**src/rtl/sigmoidPkg.sv**
```systemverilog
package sigmoidPkg;

    // Fixed-point format of the layer values
    localparam int DATA_W = 16;
    localparam int FRAC_W = 8;

    // Segment index at steps of one tenth
    localparam int SEG_W = 8;
    localparam int SEG_MIN = -60;
    localparam int SEG_MAX = 60;
    localparam int SEG_COUNT = SEG_MAX - SEG_MIN + 1;

    typedef logic signed [DATA_W-1:0] preAct_t;
    typedef logic [DATA_W-1:0] act_t;
    typedef logic signed [SEG_W-1:0] segIdx_t;

    // Which side of the clamp the segment landed on
    typedef enum logic [1:0] {
        SEG_LOW,
        SEG_MID,
        SEG_HIGH
    } segKind_e;

    // Stage-1 lane result
    typedef struct packed {
        segKind_e kind;
        segIdx_t  idx;
    } lookup_s;

    // Collector occupancy
    typedef enum logic [1:0] {
        BUF_EMPTY,
        BUF_ONE,
        BUF_TWO
    } bufState_e;

    // round(256 * sigmoid(k / 10)), indexed by k + 60
    // End entries pinned to 0 and 256
    localparam act_t SIGMOID_TABLE [0:SEG_COUNT-1] = '{
        // -60 to -51
        16'd0,   16'd1,   16'd1,   16'd1,   16'd1,
        16'd1,   16'd1,   16'd1,   16'd1,   16'd2,
        // -50 to -41
        16'd2,   16'd2,   16'd2,   16'd2,   16'd3,
        16'd3,   16'd3,   16'd3,   16'd4,   16'd4,
        // -40 to -31
        16'd5,   16'd5,   16'd6,   16'd6,   16'd7,
        16'd8,   16'd8,   16'd9,   16'd10,  16'd11,
        // -30 to -21
        16'd12,  16'd13,  16'd15,  16'd16,  16'd18,
        16'd19,  16'd21,  16'd23,  16'd26,  16'd28,
        // -20 to -11
        16'd31,  16'd33,  16'd36,  16'd40,  16'd43,
        16'd47,  16'd51,  16'd55,  16'd59,  16'd64,
        // -10 to -1
        16'd69,  16'd74,  16'd79,  16'd85,  16'd91,
        16'd97,  16'd103, 16'd109, 16'd115, 16'd122,
        // 0 to 9
        16'd128, 16'd134, 16'd141, 16'd147, 16'd153,
        16'd159, 16'd165, 16'd171, 16'd177, 16'd182,
        // 10 to 19
        16'd187, 16'd192, 16'd197, 16'd201, 16'd205,
        16'd209, 16'd213, 16'd216, 16'd220, 16'd223,
        // 20 to 29
        16'd225, 16'd228, 16'd230, 16'd233, 16'd235,
        16'd237, 16'd238, 16'd240, 16'd241, 16'd243,
        // 30 to 39
        16'd244, 16'd245, 16'd246, 16'd247, 16'd248,
        16'd248, 16'd249, 16'd250, 16'd250, 16'd251,
        // 40 to 49
        16'd251, 16'd252, 16'd252, 16'd253, 16'd253,
        16'd253, 16'd253, 16'd254, 16'd254, 16'd254,
        // 50 to 60
        16'd254, 16'd254, 16'd255, 16'd255, 16'd255,
        16'd255, 16'd255, 16'd255, 16'd255, 16'd255,
        16'd256
    };

endpackage

```
**src/rtl/neuronDispatch.sv**
```systemverilog
`timescale 1ns/1ps

module neuronDispatch #(
    parameter int NUM_LANES = 10
) (
    input  logic                                 clk,
    input  logic                                 rst,
    input  logic                                 inValid,
    output logic                                 inReady,
    input  sigmoidPkg::preAct_t [NUM_LANES-1:0] inData,
    input  logic                                 collectReady,
    output sigmoidPkg::preAct_t [NUM_LANES-1:0] laneIn,
    output logic                                 advance,
    output logic                                 resValid
);

    // Valid bits for the input register and both lane stages
    logic holdValid;
    logic stage1Valid;
    logic stage2Valid;

    // Low while in reset, keeps inReady down
    logic running;
    logic accept;

    // Only a real beat at stage 2 can be blocked
    assign advance = !(stage2Valid && !collectReady);

    // Register frees up when it moves on or is empty
    assign inReady = running && (advance || !holdValid);
    assign accept = inValid && inReady;
    assign resValid = stage2Valid;

    always_ff @(posedge clk) begin
        if (rst) begin
            running <= 1'b0;
            holdValid <= 1'b0;
            stage1Valid <= 1'b0;
            stage2Valid <= 1'b0;
        end else begin
            running <= 1'b1;
            holdValid <= accept || (holdValid && !advance);
            if (advance) begin
                stage1Valid <= holdValid;
                stage2Valid <= stage1Valid;
            end
        end
    end

    always_ff @(posedge clk) begin
        if (accept) begin
            laneIn <= inData;
        end
    end

    // Upstream holds its beat until we take it
    assert property (@(posedge clk) disable iff (rst)
        inValid && !inReady |=> $stable(inData));

endmodule

```
**src/rtl/sigmoidLane.sv**
```systemverilog
`timescale 1ns/1ps

module sigmoidLane (
    input  logic                clk,
    input  logic                rst,
    input  logic                advance,
    input  sigmoidPkg::preAct_t laneIn,
    output sigmoidPkg::act_t    result
);

    // Room for x * 10 plus the rounding half
    localparam int PROD_W = sigmoidPkg::DATA_W + 4;
    localparam int HALF = 1 << (sigmoidPkg::FRAC_W - 1);
    localparam int ADDR_W = $clog2(sigmoidPkg::SEG_COUNT);

    logic signed [PROD_W-1:0] scaled;
    logic signed [PROD_W-1:0] rawIdx;
    sigmoidPkg::lookup_s segNext;
    sigmoidPkg::lookup_s seg;
    logic [ADDR_W-1:0] tableAddr;

    // Round half up to the nearest tenth
    assign scaled = PROD_W'(laneIn) * PROD_W'(10) + PROD_W'(HALF);
    assign rawIdx = scaled >>> sigmoidPkg::FRAC_W;

    always_comb begin
        if (rawIdx <= sigmoidPkg::SEG_MIN) begin
            segNext.kind = sigmoidPkg::SEG_LOW;
            segNext.idx = sigmoidPkg::segIdx_t'(sigmoidPkg::SEG_MIN);
        end else if (rawIdx >= sigmoidPkg::SEG_MAX) begin
            segNext.kind = sigmoidPkg::SEG_HIGH;
            segNext.idx = sigmoidPkg::segIdx_t'(sigmoidPkg::SEG_MAX);
        end else begin
            segNext.kind = sigmoidPkg::SEG_MID;
            segNext.idx = sigmoidPkg::segIdx_t'(rawIdx);
        end
    end

    always_ff @(posedge clk) begin
        if (advance) begin
            seg <= segNext;
        end
    end

    assign tableAddr = ADDR_W'(seg.idx - sigmoidPkg::SEG_MIN);

    // Saturated ends skip the table
    always_ff @(posedge clk) begin
        if (advance) begin
            case (seg.kind)
                sigmoidPkg::SEG_LOW:  result <= '0;
                sigmoidPkg::SEG_HIGH: result <= sigmoidPkg::act_t'(1 << sigmoidPkg::FRAC_W);
                default:              result <= sigmoidPkg::SIGMOID_TABLE[tableAddr];
            endcase
        end
    end

    // Inner segments read only inner table entries
    assert property (@(posedge clk) disable iff (rst)
        advance && !$isunknown(seg) && (seg.kind == sigmoidPkg::SEG_MID) |=>
            (result > '0) && (result < sigmoidPkg::act_t'(1 << sigmoidPkg::FRAC_W)));

endmodule

```
**src/rtl/activationCollect.sv**
```systemverilog
`timescale 1ns/1ps

module activationCollect #(
    parameter int NUM_LANES = 10
) (
    input  logic                              clk,
    input  logic                              rst,
    input  logic                              resValid,
    input  logic                              advance,
    input  sigmoidPkg::act_t [NUM_LANES-1:0] laneRes,
    output logic                              collectReady,
    output logic                              outValid,
    input  logic                              outReady,
    output sigmoidPkg::act_t [NUM_LANES-1:0] outData
);

    sigmoidPkg::bufState_e state;

    // Second entry, filled only while the head is stalled
    sigmoidPkg::act_t [NUM_LANES-1:0] spare;

    logic push;
    logic pop;

    assign push = resValid && advance;
    assign pop = outValid && outReady;
    assign outValid = (state != sigmoidPkg::BUF_EMPTY);
    assign collectReady = (state != sigmoidPkg::BUF_TWO);

    always_ff @(posedge clk) begin
        if (rst) begin
            state <= sigmoidPkg::BUF_EMPTY;
        end else begin
            case (state)
                sigmoidPkg::BUF_EMPTY: begin
                    if (push) begin
                        state <= sigmoidPkg::BUF_ONE;
                    end
                end
                sigmoidPkg::BUF_ONE: begin
                    if (push && !pop) begin
                        state <= sigmoidPkg::BUF_TWO;
                    end else if (pop && !push) begin
                        state <= sigmoidPkg::BUF_EMPTY;
                    end
                end
                sigmoidPkg::BUF_TWO: begin
                    if (pop && !push) begin
                        state <= sigmoidPkg::BUF_ONE;
                    end
                end
                default: state <= sigmoidPkg::BUF_EMPTY;
            endcase
        end
    end

    // Head register drives outData directly
    always_ff @(posedge clk) begin
        case (state)
            sigmoidPkg::BUF_EMPTY: begin
                if (push) begin
                    outData <= laneRes;
                end
            end
            sigmoidPkg::BUF_ONE: begin
                if (push && pop) begin
                    outData <= laneRes;
                end else if (push) begin
                    spare <= laneRes;
                end
            end
            sigmoidPkg::BUF_TWO: begin
                if (pop) begin
                    outData <= spare;
                    if (push) begin
                        spare <= laneRes;
                    end
                end
            end
            default: begin
            end
        endcase
    end

    // Dispatcher must freeze the lanes once both entries are full
    assert property (@(posedge clk) disable iff (rst)
        (state == sigmoidPkg::BUF_TWO) && push |-> pop);

endmodule

```
**src/rtl/sigmoidLayer.sv**
```systemverilog
`timescale 1ns/1ps

module sigmoidLayer #(
    parameter int NUM_LANES = 10
) (
    input  logic                                 clk,
    input  logic                                 rst,
    input  logic                                 inValid,
    output logic                                 inReady,
    input  sigmoidPkg::preAct_t [NUM_LANES-1:0] inData,
    output logic                                 outValid,
    input  logic                                 outReady,
    output sigmoidPkg::act_t [NUM_LANES-1:0]    outData
);

    sigmoidPkg::preAct_t [NUM_LANES-1:0] laneIn;
    sigmoidPkg::act_t [NUM_LANES-1:0] laneRes;
    logic advance;
    logic resValid;
    logic collectReady;

    neuronDispatch #(
        .NUM_LANES(NUM_LANES)
    ) dispatch0 (
        .clk(clk),
        .rst(rst),
        .inValid(inValid),
        .inReady(inReady),
        .inData(inData),
        .collectReady(collectReady),
        .laneIn(laneIn),
        .advance(advance),
        .resValid(resValid)
    );

    // One lane per value of the beat
    for (genvar i = 0; i < NUM_LANES; i++) begin : genLane
        sigmoidLane lane (
            .clk(clk),
            .rst(rst),
            .advance(advance),
            .laneIn(laneIn[i]),
            .result(laneRes[i])
        );
    end

    activationCollect #(
        .NUM_LANES(NUM_LANES)
    ) collect0 (
        .clk(clk),
        .rst(rst),
        .resValid(resValid),
        .advance(advance),
        .laneRes(laneRes),
        .collectReady(collectReady),
        .outValid(outValid),
        .outReady(outReady),
        .outData(outData)
    );

endmodule

```
**config.mk**
```make
export PLATFORM = sky130hd
export DESIGN_NAME = sigmoidLayer
export DESIGN_NICKNAME = d
export VERILOG_FILES = /design/src/rtl/sigmoidPkg.sv /design/src/rtl/neuronDispatch.sv /design/src/rtl/sigmoidLane.sv /design/src/rtl/activationCollect.sv /design/src/rtl/sigmoidLayer.sv
export SDC_FILE = /design/constraint.sdc
export NUM_CORES = 2
export LEC_CHECK = 0
export ABC_AREA = 0
export BUFFER_PORTS_ARGS = -buffer_cell sky130_fd_sc_hd__buf_2
export CAP_MARGIN = 10
export CORE_ASPECT_RATIO = 0.75
export CORE_MARGIN = 5
export CORE_UTILIZATION = 60
export DETAILED_ROUTE_END_ITERATION = 16
export PLACE_DENSITY = 0.8
export SYNTH_ARGS = -nofsm -noshare
export SYNTH_HDL_FRONTEND = slang
export SYNTH_SLANG_ARGS = --single-unit
```
**constraint.sdc**
```tcl
create_clock -name clk -period 10.6 [get_ports clk]
set_clock_uncertainty 0.15 [all_clocks]
set_input_delay 2.12 -clock clk [delete_from_list [all_inputs] [get_ports clk]]
set_output_delay 2.12 -clock clk [all_outputs]
set_load 0.01 [all_outputs]
```
# == After elaboration in Yosys (flattened, before gate mapping) ==
# Memory sizes are Yosys's and may differ from the RTL's.
# Cells that the tools add are included.
# op_classes
addsub,20
multipliers,10
n_div,0
magnitude_cmp,30
n_eq_ne,19
n_shift,0
mux,54
bitwise_logic,10
n_reduce_logical,43
# ops
cell,count
2-to-1 mux 160 bit,6
case mux 160 bit (3 select lines),1
2-to-1 mux 16 bit,20
case mux 16 bit (2 select lines),10
case mux 160 bit (2 select lines),1
"adder 20 x 9 -> 20 bit, second input constant",10
"multiplier 16 x 4 -> 19 bit, second input constant",10
">= comparator 12 x 7 -> 1 bit, second input constant",10
"<= comparator 12 x 7 -> 1 bit, second input constant",10
2-to-1 mux 10 bit,10
">= comparator 8 bit, second input constant",10
inverter 7 -> 8 bit,10
"subtractor 7 bit, second input constant",10
"equality test 2 bit, second input constant",11
zero test 2 bit,11
OR reduction 2 bit,10
logical AND 1 bit,9
2-to-1 mux 2 bit,4
"inequality test 2 x 1 -> 1 bit, second input constant",4
case mux 2 bit (3 select lines),1
AND reduction 3 bit,2
zero test 1 bit,5
"inequality test 2 bit, second input constant",2
AND reduction 4 bit,1
other kinds (6),8
# totals
register_bits,736
latch_bits,0
ramBits,0
mem_bits_ro,20480
inputBits,164
output_inout_bits,162
mem_count,10
# memory_table
name,depth,word_bits,read_ports,rd_ports_with_merged_regs,write_ports,line_no,text
(name not given),128,16,1,0,0,sigmoidLane.sv:53,default: result <= sigmoidPkg::SIGMOID_TABLE[tableAddr];
(name not given),128,16,1,0,0,sigmoidLane.sv:53,
(name not given),128,16,1,0,0,sigmoidLane.sv:53,
(name not given),128,16,1,0,0,sigmoidLane.sv:53,
(name not given),128,16,1,0,0,sigmoidLane.sv:53,
(name not given),128,16,1,0,0,sigmoidLane.sv:53,
4 more memories,--,--,--,--,--,--,

# == Depth between registers and ports, before layout ==
# logic_depth
word_depth,10
mapped_depth,19

# == Modules after synthesis ==
# Synthesis repeated with hierarchy kept, for this count alone.
# unflattened
hier_cells,5078
area_unflattened_um2,50004.2
# by_module_without_submodules
module,n_inst,cells_each,area_each_um2,seq_area_each_um2
sigmoidLane at genLane[1].lane ...,6,407,3358.2,540.5
activationCollect,1,861,11851.4,9649.3
sigmoidLane at genLane[8].lane ...,2,392,3200.6,540.5
neuronDispatch,1,175,4957.3,4884.7
sigmoidLane at genLane[0].lane,1,414,3360.7,540.5
sigmoidLane at genLane[2].lane,1,402,3284.4,540.5

# == Worst setup path after synthesis ==
# OpenSTA, ideal clock, no wires.
# synth_timing
path_type,in2reg
startpoint,input outReady
endpoint,"register collect0.spare[0] in the netlist's numbering, enable pin"
setup_time_ns,0.701
t_arrival_ns,8.944
required_ns,9.749
path_slack_ns,0.805
stages,1
path_buffers,0
cell_sequence,a311oi_1
# synth_between
elab_chain_cells,4
word_cells_on_any_way,5
cone_classes,eq/ne (2); reduce/logical (3)
# synth_rtl
element,line_no,text
"start, declared",sigmoidLayer.sv:12,"input logic outReady,"
logical AND 1 bit (*),activationCollect.sv:26,assign pop = outValid && outReady;
logical AND 1 bit,activationCollect.sv:66,if (push && pop) begin
inequality test 2 bit (no source line),--,
AND reduction 3 bit (no source line) (*),--,
"end signal, assigned",activationCollect.sv:69,spare <= laneRes;
"end signal, assigned",activationCollect.sv:76,spare <= laneRes;
"end, declared",activationCollect.sv:20,sigmoidPkg::act_t [NUM_LANES-1:0] spare;
# Every way passes the cells marked *; elsewhere a longest branch is shown, timed or not.
# A chain may end at the register's enable or synchronous reset.

# == Worst setup path in the final report ==
# layout_timing
startpoint,register dispatch0.laneIn[115] in the netlist's numbering
endpoint,"register genLane[7].lane.seg[2] in the netlist's numbering, data pin"
# layout_between
elab_chain_cells,4
word_cells_on_any_way,5
cone_classes,add/sub (1); mul (1); order compare (2); reduce/logical (1)
# layout_rtl
element,line_no,text
"start, declared",neuronDispatch.sv:12,"output sigmoidPkg::preAct_t [NUM_LANES-1:0] laneIn,"
"start signal, assigned",neuronDispatch.sv:52,laneIn <= inData;
multiplier 16 x 4 -> 19 bit (*),sigmoidLane.sv:23,assign scaled = PROD_W'(laneIn) * PROD_W'(10) + PROD_W'(HALF);
adder 20 x 9 -> 20 bit (*),sigmoidLane.sv:23,
>= comparator 12 x 7 -> 1 bit or <= comparator 12 x 7 -> 1 bit (tied branches),"sigmoidLane.sv:30, sigmoidLane.sv:27",
OR reduction 2 bit (no source line),--,
"end signal, assigned",sigmoidLane.sv:41,seg <= segNext;
"end, declared",sigmoidLane.sv:19,sigmoidPkg::lookup_s seg;
# Marks and branches as above.

==> results.sh <==
export IMPL_ir_worst_vdd_v=0.000135
export IMPL_cts_buffers=54
export IMPL_grt_ovfl_total=0
export IMPL_cts_setup_buffers=0
export IMPL_dpl_cell_area_sq_mm=0.0438
export IMPL_viasPerCell=6.29
export IMPL_synth_edf_count=520
export IMPL_p_leak_uw=0.0182
export IMPL_outcome="completed"
export IMPL_drv_cap=0
export IMPL_fin_nets=5136
export IMPL_cts_max_path_buffers=3
export IMPL_post_route_cells_drive_above_1_share_pct=12.2
export IMPL_track_usage_pct=24.5
export IMPL_cts_root_buffer="clkbuf_16"
export IMPL_timing_rr_start="dispatch0.laneIn[115]"
export IMPL_power_uw=7770
export IMPL_core_sq_mm=0.0699
export IMPL_insertion_delay_ps=610
export IMPL_numPortBuffers=255
export IMPL_finalSetupTns_ps=0
export IMPL_cts_sinks=526
export IMPL_grt_pass1_wl_microns=158000
export IMPL_seq_area_frac_synth_pct=37.2
export IMPL_async_flop_share_pct=0
export IMPL_die_h_microns=240
export IMPL_powerDensity_mw_per_mm2=170
export IMPL_die_width_microns=316
export IMPL_syn_cell_area_sq_mm=0.0422
export IMPL_h_tree_depth=2
export IMPL_critical_path_max_fanout=6
export IMPL_start_kind="register"
export IMPL_post_route_cell_area_sq_mm=0.0456
export IMPL_slew_headroom_pct=27.7
export IMPL_drt_iter0_drc=3599
export IMPL_num_rows=84
export IMPL_dr_total_vias=34829
export IMPL_yosysWarnings=0
export IMPL_cp_data_required_time_ps=10810
export IMPL_cts_tree="built"
export IMPL_wl_per_cell_microns=17.6
export IMPL_routabilityCongestion=0.921
export IMPL_startpoint="dispatch0.laneIn[115]"
export IMPL_hp_class="register to register"
export IMPL_hp_start="genLane[1].lane.result[0]"
export IMPL_grt_pass1_vias=31465
export IMPL_grt_max_degree=91
export IMPL_synthDistinctLibCells=118
export IMPL_cts_hold_buf=0
export IMPL_synth_seq_cells=526
export IMPL_crit_type="register to register"
export IMPL_hold_viol=0
export IMPL_end_kind="register"
export IMPL_max_clock_freq_mhz=202
export IMPL_worstMarginPinSlew_ps=1080
export IMPL_antenna_found_initial=9
export IMPL_ys_flop_type="edfxtp_1"
export IMPL_finalCriticalPeriod_ps=4950
export IMPL_io_pins=326
export IMPL_drtAntennaViolNets=0
export IMPL_die_area_sq_mm=0.0759
export IMPL_clkSlewWorstSetupHoldPaths_ps=60
export IMPL_arrival_ps=5160
export IMPL_firstDrtPassIters=8
export IMPL_ctsResizeCount=0
export IMPL_slew_violations=0
export IMPL_synthCells=4435
export IMPL_wirelength_microns=97300
export IMPL_initial_core_util_pct=60.4
export IMPL_syn_area_per_cell_sq_um=9.53
export IMPL_area_delta_synth_final_pct=8.02
export IMPL_rsz0062_at_grt="no"
export IMPL_drc=0
export IMPL_dp_hpwl_microns=69300
export IMPL_post_route_period_util_pct=46.7
export IMPL_setup_viol=0
[final timing paths]
check | slack [ps] | depth (start not counted) | endpoint
setup reg to reg | 5650 | 16 | genLane[7].lane.seg[2]
hold / removal | 290 | 0 | collect0.spare[16]
setup / recovery | 5650 | 16 | genLane[7].lane.seg[2]
hold reg to reg | 290 | 0 | collect0.spare[16]
[logic make-up (layout without fill, tap and decap cells)]
family	Yosys count	count (layout)	share of synthesized area, %
compound gates	1341	1341	21.5
simple gates	1307	1307	15.2
flops	526	526	37.2
buf+inv	469	549	4.89
fa+ha+maj	438	438	12.9
xor+xnor	217	217	4.50
mux	136	136	3.78
other cells	1	74	0.00888
[cell usage after synthesis, types with 25 or more instances]
library cell  instances  area share (%)
a2111oi_0            29            0.60
and2_1               45            0.67
o31ai_1              32            0.57
o22ai_1              25            0.37
o21ai_0             299             3.5
nor4_1               26            0.39
nand4_1              43            0.64
a21o_1               50            0.89
mux2i_1              30            0.71
edfxtp_1            520              37
buf_4                72             1.3
xor2_1               89             1.8
or3_1                40            0.59
a211oi_1            130             2.3
nor2b_1              29            0.43
and3_1               48            0.71
a31oi_1              50            0.74
nand2b_1             31            0.46
a311oi_1             35            0.73
a21oi_1             289             3.4
nand3_1             110             1.3
inv_1               150             1.3
xnor2_1             128             2.7
ha_1                434              13
nand2_1             341             3.0
nor2_1              350             3.1
o211ai_1             72             1.3
buf_1                32            0.28
mux2_2               96             2.6
o21a_1               46            0.82
nor3_1              118             1.4
clkbuf_1            200             1.8
[routing by layer]
| metal | GRT usage [%] | part of all wire, % |
|---|---|---|
| met1 | 36.4 | 46 |
| met2 | 37.7 | 45 |
| met3 | 3.77 | 7.1 |
| met4 | 6.28 | 2.1 |
| met5 | 0 | 0.042 |
[registers in the layout, indices dropped and copies added, names as in the netlist, 2 cells and up]
signal and count:
collect0.outData 90, collect0.spare 90, genLane.lane.result 90, dispatch0.laneIn 160, collect0.state 2, genLane.lane.seg 90
[worst max-delay path, cell delays in order, from the launching register on]
cell	delay, ps
edfxtp_1	410
ha_1	320
ha_1	240
or3_1	380
o211ai_1	280
xnor2_1	160
ha_1	250
nor2b_1	190
nor3b_1	200
a221oi_1	110
a211oi_1	450
nand2_1	240
or2_1	310
xnor2_1	150
or3_1	390
o21a_1	240
a211o_1	230
[layout by cell type, fill, tap and decap left out, drive strengths merged, types with 23 or more instances in the layout]
cell type and count:
a211oi 132, o31ai 33, inv 161, a31oi 50
nand4 43, or3 41, a311oi 36, nor3 120
a21o 51, xor2 89, nor4 27, mux2i 30
nor3b 23, buf 290, o211ai 72, and2 45
o22ai 25, edfxtp 520, nand2 341, and3 49
ha 434, nor2b 29, nand2b 31, o311ai 23
mux2 97, a2111oi 32, conb 70, nor2 351
a221oi 26, o21a 46, o21ai 313, a21oi 290
xnor2 128, clkinv 26, nand3 111, clkbuf 62
[power breakdown]
part           internal (uW)  switching, uW  total [uW]  leakage (uW)
Combinational           1110           1800        2910        0.0120
Sequential              2700            195        2900       0.00530
Clock                   1130            833        1960      0.000889
[layout make-up]
cell class                 instances  area [sq um]
sequential                       526         15700
multi-input combinational       3509         24800
clock inverter                    40           377
fill                            5604         24300
antenna                            4          10.0
inverter                         157           594
timing repair buffer             290          1540
clock buffer                      62          1450
tap                              946          1180
[through the flow]
stage / instances / utilization (%) / hold WS, ps / setup WS [ps]
floorplan: 4504 / - / 272 / 805
global placement: 5428 / 62.7 / 275 / 5730
detailed placement: 5428 / 62.7 / 282 / 5700
CTS: 5530 / 65.3 / 295 / 5670
global route: 5533 / 65.3 / 305 / 5360
finish: 5534 / 65.3 / 294 / 5650
(Power assumes the default switching activity.)
